==> src/memSysPkg.sv <==
`default_nettype none

package memSysPkg;

	localparam int NumLanes = 4;   // Address-generation lanes
	localparam int LaneW    = 2;   // Lane index width
	localparam int RamWords = 256; // Quadwords in the data RAM
	localparam int RamAw    = 8;   // Word address width
	localparam int WbAw     = 32;  // Byte address on the bus
	localparam int SelW     = 8;   // One select per byte

	// Access unit sequencing
	typedef enum logic [1:0] {
		Idle, // Waiting on the oldest lane
		Bus,  // Wishbone cycle open
		Emit  // LDA/LDAH result goes out
	} busStateT;

endpackage

`default_nettype wire

==> src/alphaIsaPkg.sv <==
`default_nettype none

package alphaIsaPkg;

	localparam int DataW = 64; // Register and memory quadword
	localparam int LongW = 32; // Longword half of a quad
	localparam int DispW = 16; // Memory-format displacement field
	localparam int OpW   = 6;  // Major opcode field

	// Major opcodes of the memory format
	typedef enum logic [OpW-1:0] {
		OpLda  = 6'h08, // Address only
		OpLdah = 6'h09, // Address only, disp scaled by 64K
		OpLdqU = 6'h0B,
		OpStqU = 6'h0F,
		OpLdl  = 6'h28,
		OpLdq  = 6'h29,
		OpStl  = 6'h2C,
		OpStq  = 6'h2D
	} opCodeT;

	// Everything the memory stage keeps
	function automatic logic isMemOp(input opCodeT op);
		return op inside {OpLda, OpLdah, OpLdqU, OpStqU, OpLdl, OpLdq, OpStl, OpStq};
	endfunction

	// Writes to the RAM, never a result
	function automatic logic isStore(input opCodeT op);
		return op inside {OpStqU, OpStl, OpStq};
	endfunction

	// Result is the computed address itself
	function automatic logic isAddrOnly(input opCodeT op);
		return op inside {OpLda, OpLdah};
	endfunction

	// 32-bit access, half picked by address bit 2
	function automatic logic isLong(input opCodeT op);
		return op inside {OpLdl, OpStl};
	endfunction

endpackage

`default_nettype wire
==> src/memIssue.sv <==
`timescale 1ns/1ns
`default_nettype none

module memIssue
	import alphaIsaPkg::*;
	import memSysPkg::*;
(
	input  wire logic                clk,
	input  wire logic                rstN,
	input  wire logic                instValid,
	output logic                     instReady,
	input  wire opCodeT              opCode,
	input  wire logic [DataW-1:0]    op1,
	input  wire logic [DataW-1:0]    op2,
	input  wire logic [DispW-1:0]    disp,
	input  wire logic [NumLanes-1:0] laneBusy,
	output logic [NumLanes-1:0]      laneLoad,
	output opCodeT                   laneOpCode,
	output logic [DataW-1:0]         laneOp1,
	output logic [DataW-1:0]         laneOp2,
	output logic [DispW-1:0]         laneDisp
);

	logic [LaneW-1:0] nextLane; // Lane the next memory op goes to
	logic             xfer;     // Handshake completes this edge

	// Stall while the target slot is still full
	assign instReady = !laneBusy[nextLane];
	assign xfer      = instValid && instReady;

	always_comb begin
		laneLoad = '0;
		if (xfer && isMemOp(opCode))
			laneLoad[nextLane] = 1'b1; // Other opcodes are swallowed here
	end

	// Payload lines shared by all lanes
	assign laneOpCode = opCode;
	assign laneOp1    = op1;
	assign laneOp2    = op2;
	assign laneDisp   = disp;

	// Round-robin pointer, moves only on a dispatch
	always_ff @(posedge clk) begin
		if (!rstN) begin
			nextLane <= '0;
		end else if (|laneLoad) begin
			if (nextLane == LaneW'(NumLanes - 1))
				nextLane <= '0; // Wrap
			else
				nextLane <= nextLane + 1'b1;
		end
	end

	// One lane per dispatch
	assert property (@(posedge clk) disable iff (!rstN) $onehot0(laneLoad));

endmodule

`default_nettype wire

==> config.mk <==
export PLATFORM = sky130hd
export DESIGN_NAME = memIssue
export DESIGN_NICKNAME = d
export VERILOG_FILES = /design/src/memSysPkg.sv /design/src/alphaIsaPkg.sv /design/src/memIssue.sv
export SDC_FILE = /design/constraint.sdc
export NUM_CORES = 1
export LEC_CHECK = 0
export BUFFER_PORTS_ARGS = -buffer_cell sky130_fd_sc_hd__buf_2
export CELL_PAD_IN_SITES_DETAIL_PLACEMENT = 0
export CELL_PAD_IN_SITES_GLOBAL_PLACEMENT = 2
export CORE_MARGIN = 3
export CORE_UTILIZATION = 10
export DETAILED_ROUTE_END_ITERATION = 8
export PLACE_DENSITY = 0.95
export SLEW_MARGIN = 40
export SYNTH_ARGS = -nofsm -noshare
export SYNTH_HDL_FRONTEND = slang
export SYNTH_SLANG_ARGS = --single-unit
==> constraint.sdc <==
create_clock -name clk -period 4.65 [get_ports clk]
set_input_delay 0.465 -clock clk [delete_from_list [all_inputs] [get_ports clk]]
set_output_delay 0.465 -clock clk [all_outputs]
set_load 0.005 [all_outputs]
==> run metrics <==
CTS sink count=2; slew of the pin with the lowest slew margin=0.466 ns; CP bufs+invs=1; biggest regs=nextLane x2; Yosys cell types=15; Hold Vio Cnt, Final=0; vias in the first global route=523; die footprint=15,200 sq um; pins over their slew limit=0; Placed Cells=227; Ports=312; # H-tree levels=1; # Max-Cap Violations=0; Clock Tree Buf Depth=2; post-synthesis register bit count=2; Worst Path Max Fanout=6; commonest non-fill, non-tap cell in the layout=buf_2; Slew headroom=68.7%; CP Capture Type=output pin; IO buf count=23; post-synth top area cell=buf_4; max frequency=412 MHz; DRC Markers=0; synthesis-to-finish area growth=-51.9%; CTS Hold Bufs=0; largest net degree at the start of global routing=7; RSZ-0062 raised after global routing=no; Worst Path Required=4.18 ns; Placed Area=588 sq um; ordered list of cells on the worst path=mux4_2, a211oi_1, and2_1, buf_2; Syn. warnings=0; DR vias=522; Pwr Density=250 nW/um^2; initial antenna violation count=3; total track usage=3.52%; crit start category=flip-flop; WS Path Type=reg -> out; Biggest register=nextLane; Clk Latency, worst-skew pair=0.22 ns; leakage=0.000227 uW; max reg flops=2; nets=217; 1st-iter DRT viols=17; design area=663 sq um; CTS clk-pin slew, worst paths=0.03 ns; row cnt=42; WL/cell=12.5 um; worst vdd ir=72.8 uV; GRT overflow=0; Synth Cell Area=1380 sq um; final WL=2.87 mm; die height=123 um; RD Place Congestion=0.546; # resized after CTS=0; Tot Pwr=166 uW; skew final=0.00266 ns; crit path max-delay cell type=mux4_2; leading post-synthesis cells by cell area=buf_4, ha_1, dfxtp_1; outcome=completed; final period utilization=52.2%; Mean Syn Cell Area=7.75 sq um; setup TNS=0 ns; delay-heaviest family, CP=multiplexers; Core ar.=13,300 sq um; cts bufs inserted=3; Setup violations, final=0; drt first pass iters=2; area share of the largest cell type after synthesis=81.7%; Final Non-Filler Cells=230; Syn Nets=339; min cycle time layout=2.43 ns; cells after synthesis=178; number of vias per cell=2.27; post-CTS setup buffer count=0; Inserted Diodes=0; sequential share of the synthesized area=2.90%; most frequent cells in the layout=buf_2, nand2_1, and2_1, ha_1; clock root cell=clkbuf_16; WP data arrival=1.96 ns; Post-DRT Antenna Nets=0; global-route wire length before repair=3.39 mm; TritonCTS clock tree=done; Largest stage delay, worst path=0.62 ns; Hold Crit Class=in -> reg; die width=123 um; hold slack=0.531 ns; initial core utilization=10.3%; share of cells above drive strength 1=51.9%
-- final timing paths --
| check | startpoint | end | slack [ns] | depth (start not counted) |
|---|---|---|---|---|
| min reg2reg | nextLane[1] | nextLane[1] | 0.55 | 2 |
| max | nextLane[0] | laneLoad[2] | 2.22 | 4 |
| max reg2reg | nextLane[0] | nextLane[1] | 2.91 | 3 |
| min | rstN | nextLane[0] | 0.53 | 3 |
-- final cells by class --
cell class                 instances  area (sq um)
inverter                           3          11.3
sequential                         2          40.0
fill                            1603         12700
timing repair buffer              23           115
clock buffer                       3          75.1
multi-input combinational         23           201
tap                              176           220
-- cells by family (layout without fill, tap and decap cells) --
kind of cell | count (synthesis) | count (layout) | synth area share, %
AOI/OAI and AO/OA | 2 | 2 | 2.54
buffers and inverters | 153 | 29 | 82.5
and+or+nand+nor | 14 | 14 | 5.35
adders and majority gates | 4 | 4 | 3.63
DFF | 2 | 2 | 2.90
muxes | 3 | 3 | 3.09
-- routing by layer --
layer | up-vias | share of wire [%] | global-route usage, %
li1 | 150 | - | -
met1 | 176 | 17 | 1.46
met2 | 110 | 29 | 2.99
met3 | 80 | 27 | 4.94
met4 | 6 | 25 | 8.30
met5 | - | 1.2 | 0
-- synth_stat cells --
| master | n |
|---|---|
| mux2i_1 | 2 |
| inv_1 | 3 |
| nand2b_1 | 1 |
| mux4_2 | 1 |
| ha_1 | 4 |
| and2_1 | 4 |
| nor2_1 | 1 |
| buf_4 | 150 |
| or3_1 | 1 |
| dfxtp_1 | 2 |
| nor4_1 | 1 |
| a2111oi_4 | 1 |
| nor3b_1 | 1 |
| a211oi_1 | 1 |
| nand2_1 | 5 |
-- where the power goes --
group	internal [uW]	leakage (uW)	total [uW]	switching (uW)
logic	8.74	0.000173	17.2	8.50
registers	17.6	0.0000161	18.1	0.518
clock network	110	0.0000370	131	21.1
total	136	0.000227	166	30.1
-- per-stage QoR --
step	util (%)	setup slack [ns]
final	4.97	2.22
after global routing	4.97	2.09
after floorplan	-	2.74
after detailed placement	4.41	2.39
after CTS	4.97	2.20
after global placement	4.41	2.41
-- worst min-delay path: stages --
cell	delay (ns)
buf_2	0.12
nand2_1	0.05
mux2i_1	0.06
No activity file was read; power rests on OpenSTA's default activity.
