<file path="config.mk">
export PLATFORM = sky130hd
export DESIGN_NAME = memAgu
export DESIGN_NICKNAME = d
export VERILOG_FILES = /design/src/alphaIsaPkg.sv /design/src/memAgu.sv
export SDC_FILE = /design/constraint.sdc
export NUM_CORES = 1
export LEC_CHECK = 0
export BUFFER_PORTS_ARGS = -buffer_cell sky130_fd_sc_hd__buf_4
export CORE_ASPECT_RATIO = 1.5
export CORE_MARGIN = 10
export CORE_UTILIZATION = 50
export CTS_CLUSTER_DIAMETER = 50
export CTS_CLUSTER_SIZE = 14
export DETAILED_ROUTE_END_ITERATION = 16
export PLACE_DENSITY = 0.77
export SKIP_CTS_REPAIR_TIMING = 1
export SYNTH_ARGS = -nofsm -noshare
export SYNTH_HDL_FRONTEND = slang
export SYNTH_SLANG_ARGS = --single-unit
</file>
<file path="constraint.sdc">
create_clock -name clk -period 7.3 [get_ports clk]
set_input_delay 1.46 -clock clk [delete_from_list [all_inputs] [get_ports clk]]
set_output_delay 1.46 -clock clk [all_outputs]
set_load 0.005 [all_outputs]
</file>
<file path="src/alphaIsaPkg.sv">
`default_nettype none

package alphaIsaPkg;

	localparam int DataW = 64; // Register and memory quadword
	localparam int LongW = 32; // Longword half of a quad
	localparam int DispW = 16; // Memory-format displacement field
	localparam int OpW   = 6;  // Major opcode field

	// Major opcodes of the memory format
	typedef enum logic [OpW-1:0] {
		OpLda  = 6'h08, // Address only
		OpLdah = 6'h09, // Address only, disp scaled by 64K
		OpLdqU = 6'h0B,
		OpStqU = 6'h0F,
		OpLdl  = 6'h28,
		OpLdq  = 6'h29,
		OpStl  = 6'h2C,
		OpStq  = 6'h2D
	} opCodeT;

	// Everything the memory stage keeps
	function automatic logic isMemOp(input opCodeT op);
		return op inside {OpLda, OpLdah, OpLdqU, OpStqU, OpLdl, OpLdq, OpStl, OpStq};
	endfunction

	// Writes to the RAM, never a result
	function automatic logic isStore(input opCodeT op);
		return op inside {OpStqU, OpStl, OpStq};
	endfunction

	// Result is the computed address itself
	function automatic logic isAddrOnly(input opCodeT op);
		return op inside {OpLda, OpLdah};
	endfunction

	// 32-bit access, half picked by address bit 2
	function automatic logic isLong(input opCodeT op);
		return op inside {OpLdl, OpStl};
	endfunction

endpackage

`default_nettype wire
</file>
<file path="src/memAgu.sv">
`timescale 1ns/1ns
`default_nettype none

module memAgu
	import alphaIsaPkg::*;
(
	input  wire logic             clk,
	input  wire logic             rstN,
	input  wire logic             load,
	input  wire opCodeT           opCode,
	input  wire logic [DataW-1:0] op1,
	input  wire logic [DataW-1:0] op2,
	input  wire logic [DispW-1:0] disp,
	input  wire logic             take,
	output logic                  busy,
	output logic                  aguValid,
	output opCodeT                aguOpCode,
	output logic [DataW-1:0]      aguResData,
	output logic [DataW-1:0]      aguResAdr
);

	logic             full;    // Slot occupied
	logic [DataW-1:0] op1R;    // Store data
	logic [DataW-1:0] op2R;    // Base register
	logic [DispW-1:0] dispR;
	logic [DataW-1:0] dispExt; // Sign-extended displacement
	logic [DataW-1:0] offset;
	logic [DataW-1:0] sum;     // Effective address or LDA result

	// Slot flag, filled by issue and emptied by access
	always_ff @(posedge clk) begin
		if (!rstN)
			full <= 1'b0;
		else if (load)
			full <= 1'b1;
		else if (take)
			full <= 1'b0;
	end

	always_ff @(posedge clk) begin
		if (load) begin
			aguOpCode <= opCode;
			op1R      <= op1;
			op2R      <= op2;
			dispR     <= disp;
		end
	end

	always_comb begin
		dispExt = {{(DataW - DispW){dispR[DispW-1]}}, dispR};
		offset  = (aguOpCode == OpLdah) ? dispExt << DispW : dispExt; // LDAH scales by 64K
		sum     = op2R + offset;
		if (aguOpCode == OpLdqU || aguOpCode == OpStqU)
			sum[2:0] = 3'b000; // Quad-align the unaligned forms

		// Output mux
		if (isAddrOnly(aguOpCode)) begin
			aguResData = sum; // Goes straight to the result port
			aguResAdr  = '0;
		end else begin
			aguResData = op1R; // Store data, ignored by loads
			aguResAdr  = sum;
		end
	end

	assign busy     = full;
	assign aguValid = full;

	// Issue only targets an empty slot
	assert property (@(posedge clk) disable iff (!rstN) load |-> !full);

	// Access only takes a filled slot, never in the load cycle
	assert property (@(posedge clk) disable iff (!rstN) take |-> full && !load);

endmodule

`default_nettype wire

</file>
==> metrics.txt <==
status=finished clean; post-synthesis average cell area=9.67 um^2; DRC=0; CP Max Fanout=16; r2r startpoint=aguValid; core area=between 15,000 and 20,000 um^2; Synth area leader=edfxtp_1; input/output buffers=around 290; die height=189 um; GRT Total Usage=23.9%; vias per inst=5.63; r2r setup slk=approximately 6.6 ns; final core occ=66.7%; row cnt=61; max_cap viols=0; GP Congestion=0.941; actual slew at the worst max-slew pin=0.900 ns; Sw Pwr=0.984 mW; met3 routed WL=between 1500 and 2000 um; layout cell share with drive strength beyond 1=26.9%; Cells after Synth=983; Max-slew headroom=between 40% and 50%; Final Max Tran Viols=0; via count=between 8,000 and 9,000; die width=133 um; met2 wire len=16,300 um; initial DRC count=680; placed cell count=1,477; Synth top area share=47.4%; Final min period=6.66 ns; most used flip-flop cell after synthesis=edfxtp_1; initial core utilization=51.0%; Post-Syn Area=9500 um^2; Reg power frac=34.8%; Clk pwr share=29.2%; syn nets=1,206; initial antenna violation count=1; min-delay src=aguValid; first-pass GRT wire length=47,300 um; cell with the most instances after synthesis=edfxtp_1; sequential element share of the synthesized area=a little under half; met1 wire length=11,500 um; Ys Warns=0; EDFF count, synth=150; clock sinks=151; Hold Crit Endpoint=aguValid; crit path kind=reg -> out; Post-Place Cell Area=11,800 um^2; period utilisation layout=91.2%; Min-Delay Path Class=reg -> reg; Layout Area Growth over Synthesis=30.8%; Fmax achieved=0.150 GHz; setup TNS=0 ns; # IOs=just under 300; Comb pwr share=36.0%; Clk pin slew, worst setup/hold paths=0.06 ns; Fillers=approximately 1,500; peak supply drop=between 0.15 and 0.2 mV; FF-to-FF End=aguValid; required time of the critical path=5.84 ns; most frequent cells after synthesis=150 x edfxtp_1, 129 x nand2_1, 113 x nor2_1; Layout Cells excl Fill=1,509; Reg area=4520 um^2; Routed WL=30,800 um; vias in the first global route=slightly below 9,000; Worst Skew=0 ns; drt pass-1 iters=5; Cell variety after synth=56; largest net degree at the start of global routing=95; Nets=1,467; root cell of the clock tree=clkbuf_16; DP HPWL=between 20,000 and 25,000 um; CTS tree=yes; WHS Path Cells=2; P_leak=5.45 nW; footprint of the multi-input gates=4750 um^2; Post-DRT Antenna Nets=0; final hold viol count=0; worst r2r path cells=2; fin area=12,400 um^2; Internal=2.06 mW; CP endpoint kind=output pin; switch share=32.3%; final setup vio count=0; CTS H-tree depth=4; Hold Slack=0.637 ns; RSZ-0062 raised after global routing=false; CTS buffer count=17; clock latency on the worst-skew pair=0.42 ns; Routed WL per cell=20.4 um; global route overflow=0; flops & latches, synth=between 150 and 200; Post-synth ARST share=0%; CP Launch Type=flip-flop; Synth area leaders=edfxtp_1 47%, ha_1 9.0%, nand2_1 5.1%; Arrival @ worst endpoint=around 5.2 ns; top sig layer=met4; PD cells=between 200 and 250 nW/um^2; clock buffer depth=2; die area=roughly 25,000 um^2
-- placed cells by master, fill, tap and decap left out, types with 3 or more instances in the layout --
master,count
xor2_1,27
o21ai_0,95
o21bai_1,13
ha_1,68
a21o_1,43
nand2_1,129
a211oi_1,5
nand4_1,24
o211ai_1,4
inv_1,14
xnor2_1,34
edfxtp_1,150
nor2b_1,6
nand3_1,13
nand2b_1,3
o21a_1,14
o21ai_1,12
bufinv_16,3
o31ai_1,3
nor3_1,10
and3_1,6
nor2_1,113
clkinvlp_4,4
a21oi_1,82
clkbuf_16,17
buf_4,292
clkinv_2,4
a31oi_1,4
o31a_1,3
and2_1,18
-- registers in the layout, indices dropped and copies added, names as in the netlist --
| register | flops |
|---|---|
| dispR | 16 |
| aguValid | 1 |
| op2R | 64 |
| aguOpCode | 6 |
| op1R | 64 |
-- power by group through the flow --
stage / clock [mW] / sequential [mW] / combinational [mW]
3_3_place_gp: 0 / 1.08 / 1.08
3_5_place_dp: 0 / 1.08 / 1.09
4_1_cts: 0.903 / 1.06 / 1.10
2_1_floorplan: 0 / 1.07 / 0.578
6_report: 0.890 / 1.06 / 1.10
5_1_grt: 0.944 / 1.07 / 1.20
-- cell type report --
cell class,instances,share of cell area [%]
multi-input combinational,767,38.2
sequential,151,36.4
timing repair buffer,293,17.7
clock buffer,18,3.45
tap,252,2.54
clock inverter,13,1.27
inverter,14,0.423
antenna,1,0.0201
-- per-layer routing --
layer  GRT usage [%]  up-vias
met5               0        -
met3            6.63       62
li1                -     4114
met2            43.4      324
met1            25.2     3993
met4            10.4        0
-- worst max-delay path by stage --
stage	end	cells past startpoint	slack (ns)	start
6_report	aguResData[60]	18	0.64	aguOpCode[5]
5_1_grt	aguResData[60]	18	0.17	aguOpCode[4]
4_1_cts	aguResData[60]	18	0.62	aguOpCode[5]
3_5_place_dp	aguResData[60]	18	1.15	aguOpCode[5]
3_3_place_gp	aguResData[56]	18	1.27	aguOpCode[5]
2_1_floorplan	aguResData[63]	17	2.00	aguOpCode[5]
-- stage by stage --
stage	worst slack, ns	total power [mW]
2_1_floorplan	2.00	1.65
3_3_place_gp	1.27	2.16
3_5_place_dp	1.15	2.17
4_1_cts	0.621	3.06
5_1_grt	0.171	3.21
6_report	0.645	3.05
-- cell families after synthesis --
| logic type | count (synthesis) | synth area share (%) |
|---|---|---|
| flops | 151 | 47.6 |
| compound gates | 304 | 19.6 |
| simple gates | 330 | 15.0 |
| xor+xnor | 61 | 5.62 |
| mux | 3 | 0.329 |
| buf+inv | 65 | 2.63 |
| fa+ha+maj | 69 | 9.16 |
-- critical path: stages (launching register included) --
cell and delay (ns):
edfxtp_1 0.39, nor2_1 0.25, nand2_1 0.13, nor3_2 0.17
nand2_1 0.33, and2_1 0.48, a21o_1 0.27, ha_1 0.33
a21oi_1 0.21, o21a_1 0.18, o21bai_1 0.07, a2111oi_0 0.68
nor3_1 0.11, a211oi_1 0.25, o21ai_1 0.20, a21oi_1 0.22
xor2_1 0.22, o21ai_0 0.10, buf_4 0.17
Note: power is estimated with default switching activity, not from simulation.
