File: config.mk
export PLATFORM = sky130hd
export DESIGN_NAME = memAccess
export DESIGN_NICKNAME = d
export VERILOG_FILES = /design/src/memSysPkg.sv /design/src/alphaIsaPkg.sv /design/src/memAccess.sv
export SDC_FILE = /design/constraint.sdc
export NUM_CORES = 1
export LEC_CHECK = 0
export BUFFER_PORTS_ARGS = -buffer_cell sky130_fd_sc_hd__buf_4
export CAP_MARGIN = 20
export CORE_AREA = 2 2 302 304
export CTS_CLUSTER_DIAMETER = 100
export DETAILED_ROUTE_END_ITERATION = 7
export DIE_AREA = 0 0 304 306
export GPL_TIMING_DRIVEN = 0
export PLACE_DENSITY_LB_ADDON = 0.05
export SYNTH_ARGS = -nofsm -noshare
export SYNTH_HDL_FRONTEND = slang
export SYNTH_SLANG_ARGS = --single-unit
File: constraint.sdc
create_clock -name clk -period 7.5 [get_ports clk]
set_clock_uncertainty 0.15 [all_clocks]
set_input_delay 0.375 -clock clk [delete_from_list [all_inputs] [get_ports clk]]
set_output_delay 0.375 -clock clk [all_outputs]
set_load 0.02 [all_outputs]
File: src/memSysPkg.sv
`default_nettype none

package memSysPkg;

	localparam int NumLanes = 4;   // Address-generation lanes
	localparam int LaneW    = 2;   // Lane index width
	localparam int RamWords = 256; // Quadwords in the data RAM
	localparam int RamAw    = 8;   // Word address width
	localparam int WbAw     = 32;  // Byte address on the bus
	localparam int SelW     = 8;   // One select per byte

	// Access unit sequencing
	typedef enum logic [1:0] {
		Idle, // Waiting on the oldest lane
		Bus,  // Wishbone cycle open
		Emit  // LDA/LDAH result goes out
	} busStateT;

endpackage

`default_nettype wire

File: src/alphaIsaPkg.sv
`default_nettype none

package alphaIsaPkg;

	localparam int DataW = 64; // Register and memory quadword
	localparam int LongW = 32; // Longword half of a quad
	localparam int DispW = 16; // Memory-format displacement field
	localparam int OpW   = 6;  // Major opcode field

	// Major opcodes of the memory format
	typedef enum logic [OpW-1:0] {
		OpLda  = 6'h08, // Address only
		OpLdah = 6'h09, // Address only, disp scaled by 64K
		OpLdqU = 6'h0B,
		OpStqU = 6'h0F,
		OpLdl  = 6'h28,
		OpLdq  = 6'h29,
		OpStl  = 6'h2C,
		OpStq  = 6'h2D
	} opCodeT;

	// Everything the memory stage keeps
	function automatic logic isMemOp(input opCodeT op);
		return op inside {OpLda, OpLdah, OpLdqU, OpStqU, OpLdl, OpLdq, OpStl, OpStq};
	endfunction

	// Writes to the RAM, never a result
	function automatic logic isStore(input opCodeT op);
		return op inside {OpStqU, OpStl, OpStq};
	endfunction

	// Result is the computed address itself
	function automatic logic isAddrOnly(input opCodeT op);
		return op inside {OpLda, OpLdah};
	endfunction

	// 32-bit access, half picked by address bit 2
	function automatic logic isLong(input opCodeT op);
		return op inside {OpLdl, OpStl};
	endfunction

endpackage

`default_nettype wire
File: src/memAccess.sv
`timescale 1ns/1ns
`default_nettype none

module memAccess
	import alphaIsaPkg::*;
	import memSysPkg::*;
(
	input  wire logic                clk,
	input  wire logic                rstN,
	input  wire logic [NumLanes-1:0] aguValid,
	input  wire opCodeT              aguOpCode [NumLanes],
	input  wire logic [DataW-1:0]    aguResData [NumLanes],
	input  wire logic [DataW-1:0]    aguResAdr [NumLanes],
	output logic [NumLanes-1:0]      aguTake,
	output logic                     wbCyc,
	output logic                     wbStb,
	output logic                     wbWe,
	output logic [WbAw-1:0]          wbAdr,
	output logic [SelW-1:0]          wbSel,
	output logic [DataW-1:0]         wbDatW,
	input  wire logic                wbAck,
	input  wire logic [DataW-1:0]    wbDatR,
	output logic                     resValid,
	output logic                     [DataW-1:0] resData
);

	busStateT         state;
	logic [LaneW-1:0] curLane; // Oldest lane, served next
	opCodeT           opR;     // Op on the bus
	opCodeT           laneOp;
	logic [DataW-1:0] laneAdr;
	logic [DataW-1:0] laneDat;
	logic             start;   // Slot captured at this edge
	logic [SelW-1:0]  stSel;
	logic [DataW-1:0] stDat;
	logic [LongW-1:0] ldLong;  // Addressed half of the read word
	logic [DataW-1:0] ldDat;

	assign laneOp  = aguOpCode[curLane];
	assign laneAdr = aguResAdr[curLane];
	assign laneDat = aguResData[curLane];
	assign start   = (state == Idle) && aguValid[curLane];

	// Longword stores land in the half picked by bit 2
	always_comb begin
		if (isLong(laneOp)) begin
			stSel = laneAdr[2] ? SelW'(8'hF0) : SelW'(8'h0F);
			stDat = laneAdr[2] ? {laneDat[LongW-1:0], {LongW{1'b0}}}
				: {{LongW{1'b0}}, laneDat[LongW-1:0]};
		end else begin
			stSel = '1; // Whole quad
			stDat = laneDat;
		end
	end

	// LDL sign-extends its half, quad loads pass through
	always_comb begin
		ldLong = wbAdr[2] ? wbDatR[DataW-1:LongW] : wbDatR[LongW-1:0];
		ldDat  = isLong(opR) ? {{(DataW - LongW){ldLong[LongW-1]}}, ldLong} : wbDatR;
	end

	always_ff @(posedge clk) begin
		if (!rstN) begin
			state    <= Idle;
			curLane  <= '0;
			aguTake  <= '0;
			wbCyc    <= 1'b0;
			wbStb    <= 1'b0;
			resValid <= 1'b0;
		end else begin
			aguTake  <= '0;   // Single-cycle pulses
			resValid <= 1'b0;
			case (state)
				Idle: begin
					if (start) begin
						aguTake[curLane] <= 1'b1; // Frees the slot next edge
						curLane <= (curLane == LaneW'(NumLanes - 1)) ? '0 : curLane + 1'b1;
						if (isAddrOnly(laneOp)) begin
							state <= Emit;
						end else begin
							state <= Bus;
							wbCyc <= 1'b1;
							wbStb <= 1'b1;
						end
					end
				end
				Bus: begin
					if (wbAck) begin
						wbCyc    <= 1'b0;
						wbStb    <= 1'b0;
						resValid <= !isStore(opR); // Stores end silently
						state    <= Idle;
					end
				end
				Emit: begin
					resValid <= 1'b1;
					state    <= Idle;
				end
				default: state <= Idle;
			endcase
		end
	end

	// Bus payload and result data
	always_ff @(posedge clk) begin
		if (start) begin
			opR     <= laneOp;
			wbWe    <= isStore(laneOp);
			wbAdr   <= laneAdr[WbAw-1:0];
			wbSel   <= stSel;
			wbDatW  <= stDat;
			resData <= laneDat; // LDA/LDAH result
		end else if (state == Bus && wbAck) begin
			resData <= ldDat;
		end
	end

	// Strobe never outside a bus cycle
	assert property (@(posedge clk) disable iff (!rstN) wbStb |-> wbCyc);

endmodule

`default_nettype wire

==> results_tabular.tex <==
\begin{tabular}{lr}
\hline
Metric & Value \\
\hline
\multicolumn{2}{l}{\textbf{Run status}} \\
Result of the run & finished, final reports clean \\
\multicolumn{2}{l}{\textbf{Logic synthesis}} \\
Yosys warning count & 0 \\
Netlist cell types & 35 \\
Number of enable flip-flop cells after synthesis & 169 \\
Sequential share of the synthesized area & between 50\% and 60\% \\
Flip-flop cell with the highest count after synthesis & sky130\_fd\_sc\_hd\_\_edfxtp\_1 \\
Number of instances in the synthesized netlist & 667 \\
Share of flip-flops with an asynchronous set or reset after synthesis & 0\% \\
Syn Nets & between 1000 and 1500 \\
Netlist area before placement & 9820 sq um \\
Average cell area after synthesis & approximately 15 sq um \\
Synthesis-stage register bit count & about 180 \\
\multicolumn{2}{l}{\textbf{Worst setup path}} \\
Slack of the worst reg-to-reg path & 3.51 ns \\
Data arrival time of the critical path & 4.16 ns \\
Startpoint of the most critical setup path & curLane[1] \\
Class of the most critical setup path & flip-flop to flip-flop \\
Critical Path Fanout Max & 10 \\
Endpoint class of the critical path & flip-flop \\
Critical path destination & resData[35] \\
Reg2Reg Capture Point & resData[35] \\
Kind of start point of the critical path & flip-flop \\
Worst R2R Path Depth & 10 \\
Beginning of the worst register-to-register path & curLane[1] \\
Required time of the critical path & 7.67 ns \\
\multicolumn{2}{l}{\textbf{Global routing}} \\
Pin count of the biggest net entering global routing & 36 \\
Residual overflow from global routing & 0 \\
Aggregate global-route resource usage & 14.3\% \\
Wire length of the first global-routing pass & 89500 um \\
Antenna violations before repair & 14 \\
Vias in the first global route & 10100 \\
\multicolumn{2}{l}{\textbf{Cells and area}} \\
Non-filler cells, final & around 2600 \\
Final Cell Area & roughly 17000 sq um \\
Share of final-layout standard cells stronger than drive strength 1 & 61.0\% \\
Growth of design area from synthesis to finish & 75.4\% \\
Net total in the final layout & between 1500 and 2000 \\
\multicolumn{2}{l}{\textbf{Clocking}} \\
Setup bufs post-CTS & 0 \\
Root buffer cell & sky130\_fd\_sc\_hd\_\_clkbuf\_16 \\
CTS tree & yes \\
Max H-tree Level & 4 \\
Inserted Clock Buffers & 17 \\
Worst skew pair latency & 0.48 ns \\
Clock-pin slew reported for the worst setup and hold paths after clock tree synthesis & 0.09 ns \\
Deepest clock path buffer count & 2 \\
CTS sink cnt & 179 \\
\multicolumn{2}{l}{\textbf{Die}} \\
Placeable core region & 89600 sq um \\
Ports & 783 \\
Horiz. Die Dim & between 300 and 400 um \\
Total Die Area & 93000 sq um \\
Initial core utilization & 11.0\% \\
Height of the chip & 306 um \\
Std-Cell Rows & 110 \\
\multicolumn{2}{l}{\textbf{Run}} \\
Count of max-cap constraint violations & 0 \\
\multicolumn{2}{l}{\textbf{Min path}} \\
Worst Hold Class & input port to flip-flop \\
\multicolumn{2}{l}{\textbf{Timing}} \\
Final Setup Violations & 0 \\
Setup repair after global routing missed its margin & no \\
Slew HR & around a quarter \\
Slew @ Worst Pin & 1.12 ns \\
Final slew viol count & 0 \\
Maximum operating frequency & 251 MHz \\
Hold Violations, Final & 0 \\
Period utilisation layout & 53.2\% \\
Shortest period the worst path allows & 3.99 ns \\
\multicolumn{2}{l}{\textbf{Placed design}} \\
Global placement routability congestion & 0.724 \\
Dpl cells & roughly 2500 \\
Number of I/O port buffers & 654 \\
Placed standard-cell area & 16600 sq um \\
HPWL after detailed placement & 55000 um \\
\multicolumn{2}{l}{\textbf{Drt}} \\
Via Count & 9067 \\
Number of iterations in the first detailed-routing pass & 4 \\
DRC violations left & 0 \\
Post-DRT Antenna Nets & 0 \\
WL final & between 60000 and 70000 um \\
Detail-routed net length per standard cell & 26.4 um \\
Detailed router's first-iteration violation count & 406 \\
Mean number of vias per cell & between 3 and 4 \\
\multicolumn{2}{l}{\textbf{Power and ir drop}} \\
Worst vdd rail ir drop & approximately 0.17 mV \\
Power per standard cell area & 364 nW/um\^{}2 \\
Leakage power figure & 0.00709 uW \\
\hline
\end{tabular}
==> cell families after synthesis <==
logic type,Yosys count,synth area share (%)
DFF,179,53.7
adders and majority gates,7,0.892
muxes,136,27.0
and+or+nand+nor,127,6.43
AOI/OAI and AO/OA,141,8.54
buffers and inverters,77,3.44
==> worst max-delay path, stage by stage, from the launching register on <==
cell and delay (ns):
sky130_fd_sc_hd__dfxtp_1 0.41, sky130_fd_sc_hd__clkbuf_1 0.33, sky130_fd_sc_hd__clkbuf_1 0.29, sky130_fd_sc_hd__buf_8 0.21, sky130_fd_sc_hd__mux4_2 0.24, sky130_fd_sc_hd__nand2_1 0.19, sky130_fd_sc_hd__clkinv_1 0.26, sky130_fd_sc_hd__clkbuf_1 0.63
sky130_fd_sc_hd__clkbuf_1 0.83, sky130_fd_sc_hd__nand2_1 0.14, sky130_fd_sc_hd__o21ai_0 0.13
==> registers in the layout, indices dropped and copies added, names as in the netlist <==
signal and count:
resData 64, wbDatW 64, wbAdr 32, opR 6
aguTake 4, curLane 2, state 2, wbSel 2
resValid 1, wbStb 1, wbWe 1
==> synth_stat cells (all sizes together) (2+ instances only) <==
master | instances | area share [%]
nand2b | 2 | 0.13
and3 | 5 | 0.32
or3b | 2 | 0.18
or3 | 3 | 0.19
inv | 10 | 0.38
and2 | 32 | 2.0
a21oi | 37 | 1.9
nand2 | 75 | 2.9
or2 | 2 | 0.13
clkbuf | 44 | 1.7
mux4 | 103 | 24
dfxtp | 10 | 2.0
edfxtp | 169 | 52
a22o | 32 | 2.9
ha | 7 | 0.89
mux2i | 33 | 3.4
buf | 22 | 1.3
nor3 | 2 | 0.15
o21ai | 68 | 3.5
==> cells in the final DEF, fill, tap and decap left out, drive strengths merged, types with 18 or more instances in the layout <==
cell    instances
nand2          75
mux2i          33
a22o           32
buf           699
o21ai          68
inv            18
mux4          103
clkbuf         61
a21oi          37
edfxtp        169
and2           32
==> where the power goes <==
part	switching (uW)	internal (uW)	total (uW)
sequential	136	1750	1880
clock	517	442	959
combinational	2080	1360	3440
total	2730	3550	6280
==> what timing repair did <==
item                      in CTS  in global routing
hold endpoints to repair       5                  0
hold buffers                   1                  0
gates resized for setup        0                  0
==> routing by layer <==
metal,vias up,track usage [%],part of all wire (%)
met2,388,26.0,52
met5,-,0,0.16
met1,4548,16.1,38
li1,4081,-,-
met3,34,5.47,8.6
met4,16,2.05,0.56
==> stage by stage <==
step | setup WS, ns | total power, uW | hold WS, ns | TNS (ns) | util, %
floorplan | 2.47 | 3570 | 0.303 | 0 | -
global placement | -1.75 | 5460 | 0.328 | -195.65 | 18.1
detailed placement | 3.30 | 5510 | 0.331 | 0 | 18.6
CTS | 3.27 | 6510 | 0.0391 | 0 | 19.2
global route | 3.14 | 6680 | 0.0808 | 0 | 19.2
finish | 3.51 | 6280 | 0.0867 | 0 | 19.2
==> worst min-delay path by stage <==
stage,start,slack [ns],depth (start not counted),to
global placement,state[0],0.33,2,state[0]
finish,wbDatR[17],0.09,3,resData[17]
global route,wbDatR[20],0.08,3,resData[20]
detailed placement,state[0],0.33,2,state[0]
CTS,wbDatR[10],0.04,3,resData[10]
floorplan,state[1],0.30,2,state[1]
==> final cells by class <==
class                      count  area, sq um
multi-input combinational    411         4220
timing repair buffer         678         5340
buffer                        66          307
clock inverter                15          140
sequential                   179         5280
antenna                        7         17.5
inverter                      11         41.3
fill                        9792        72400
clock buffer                  17          425
tap                         1176         1470
Power figures use the tool's default switching activity.
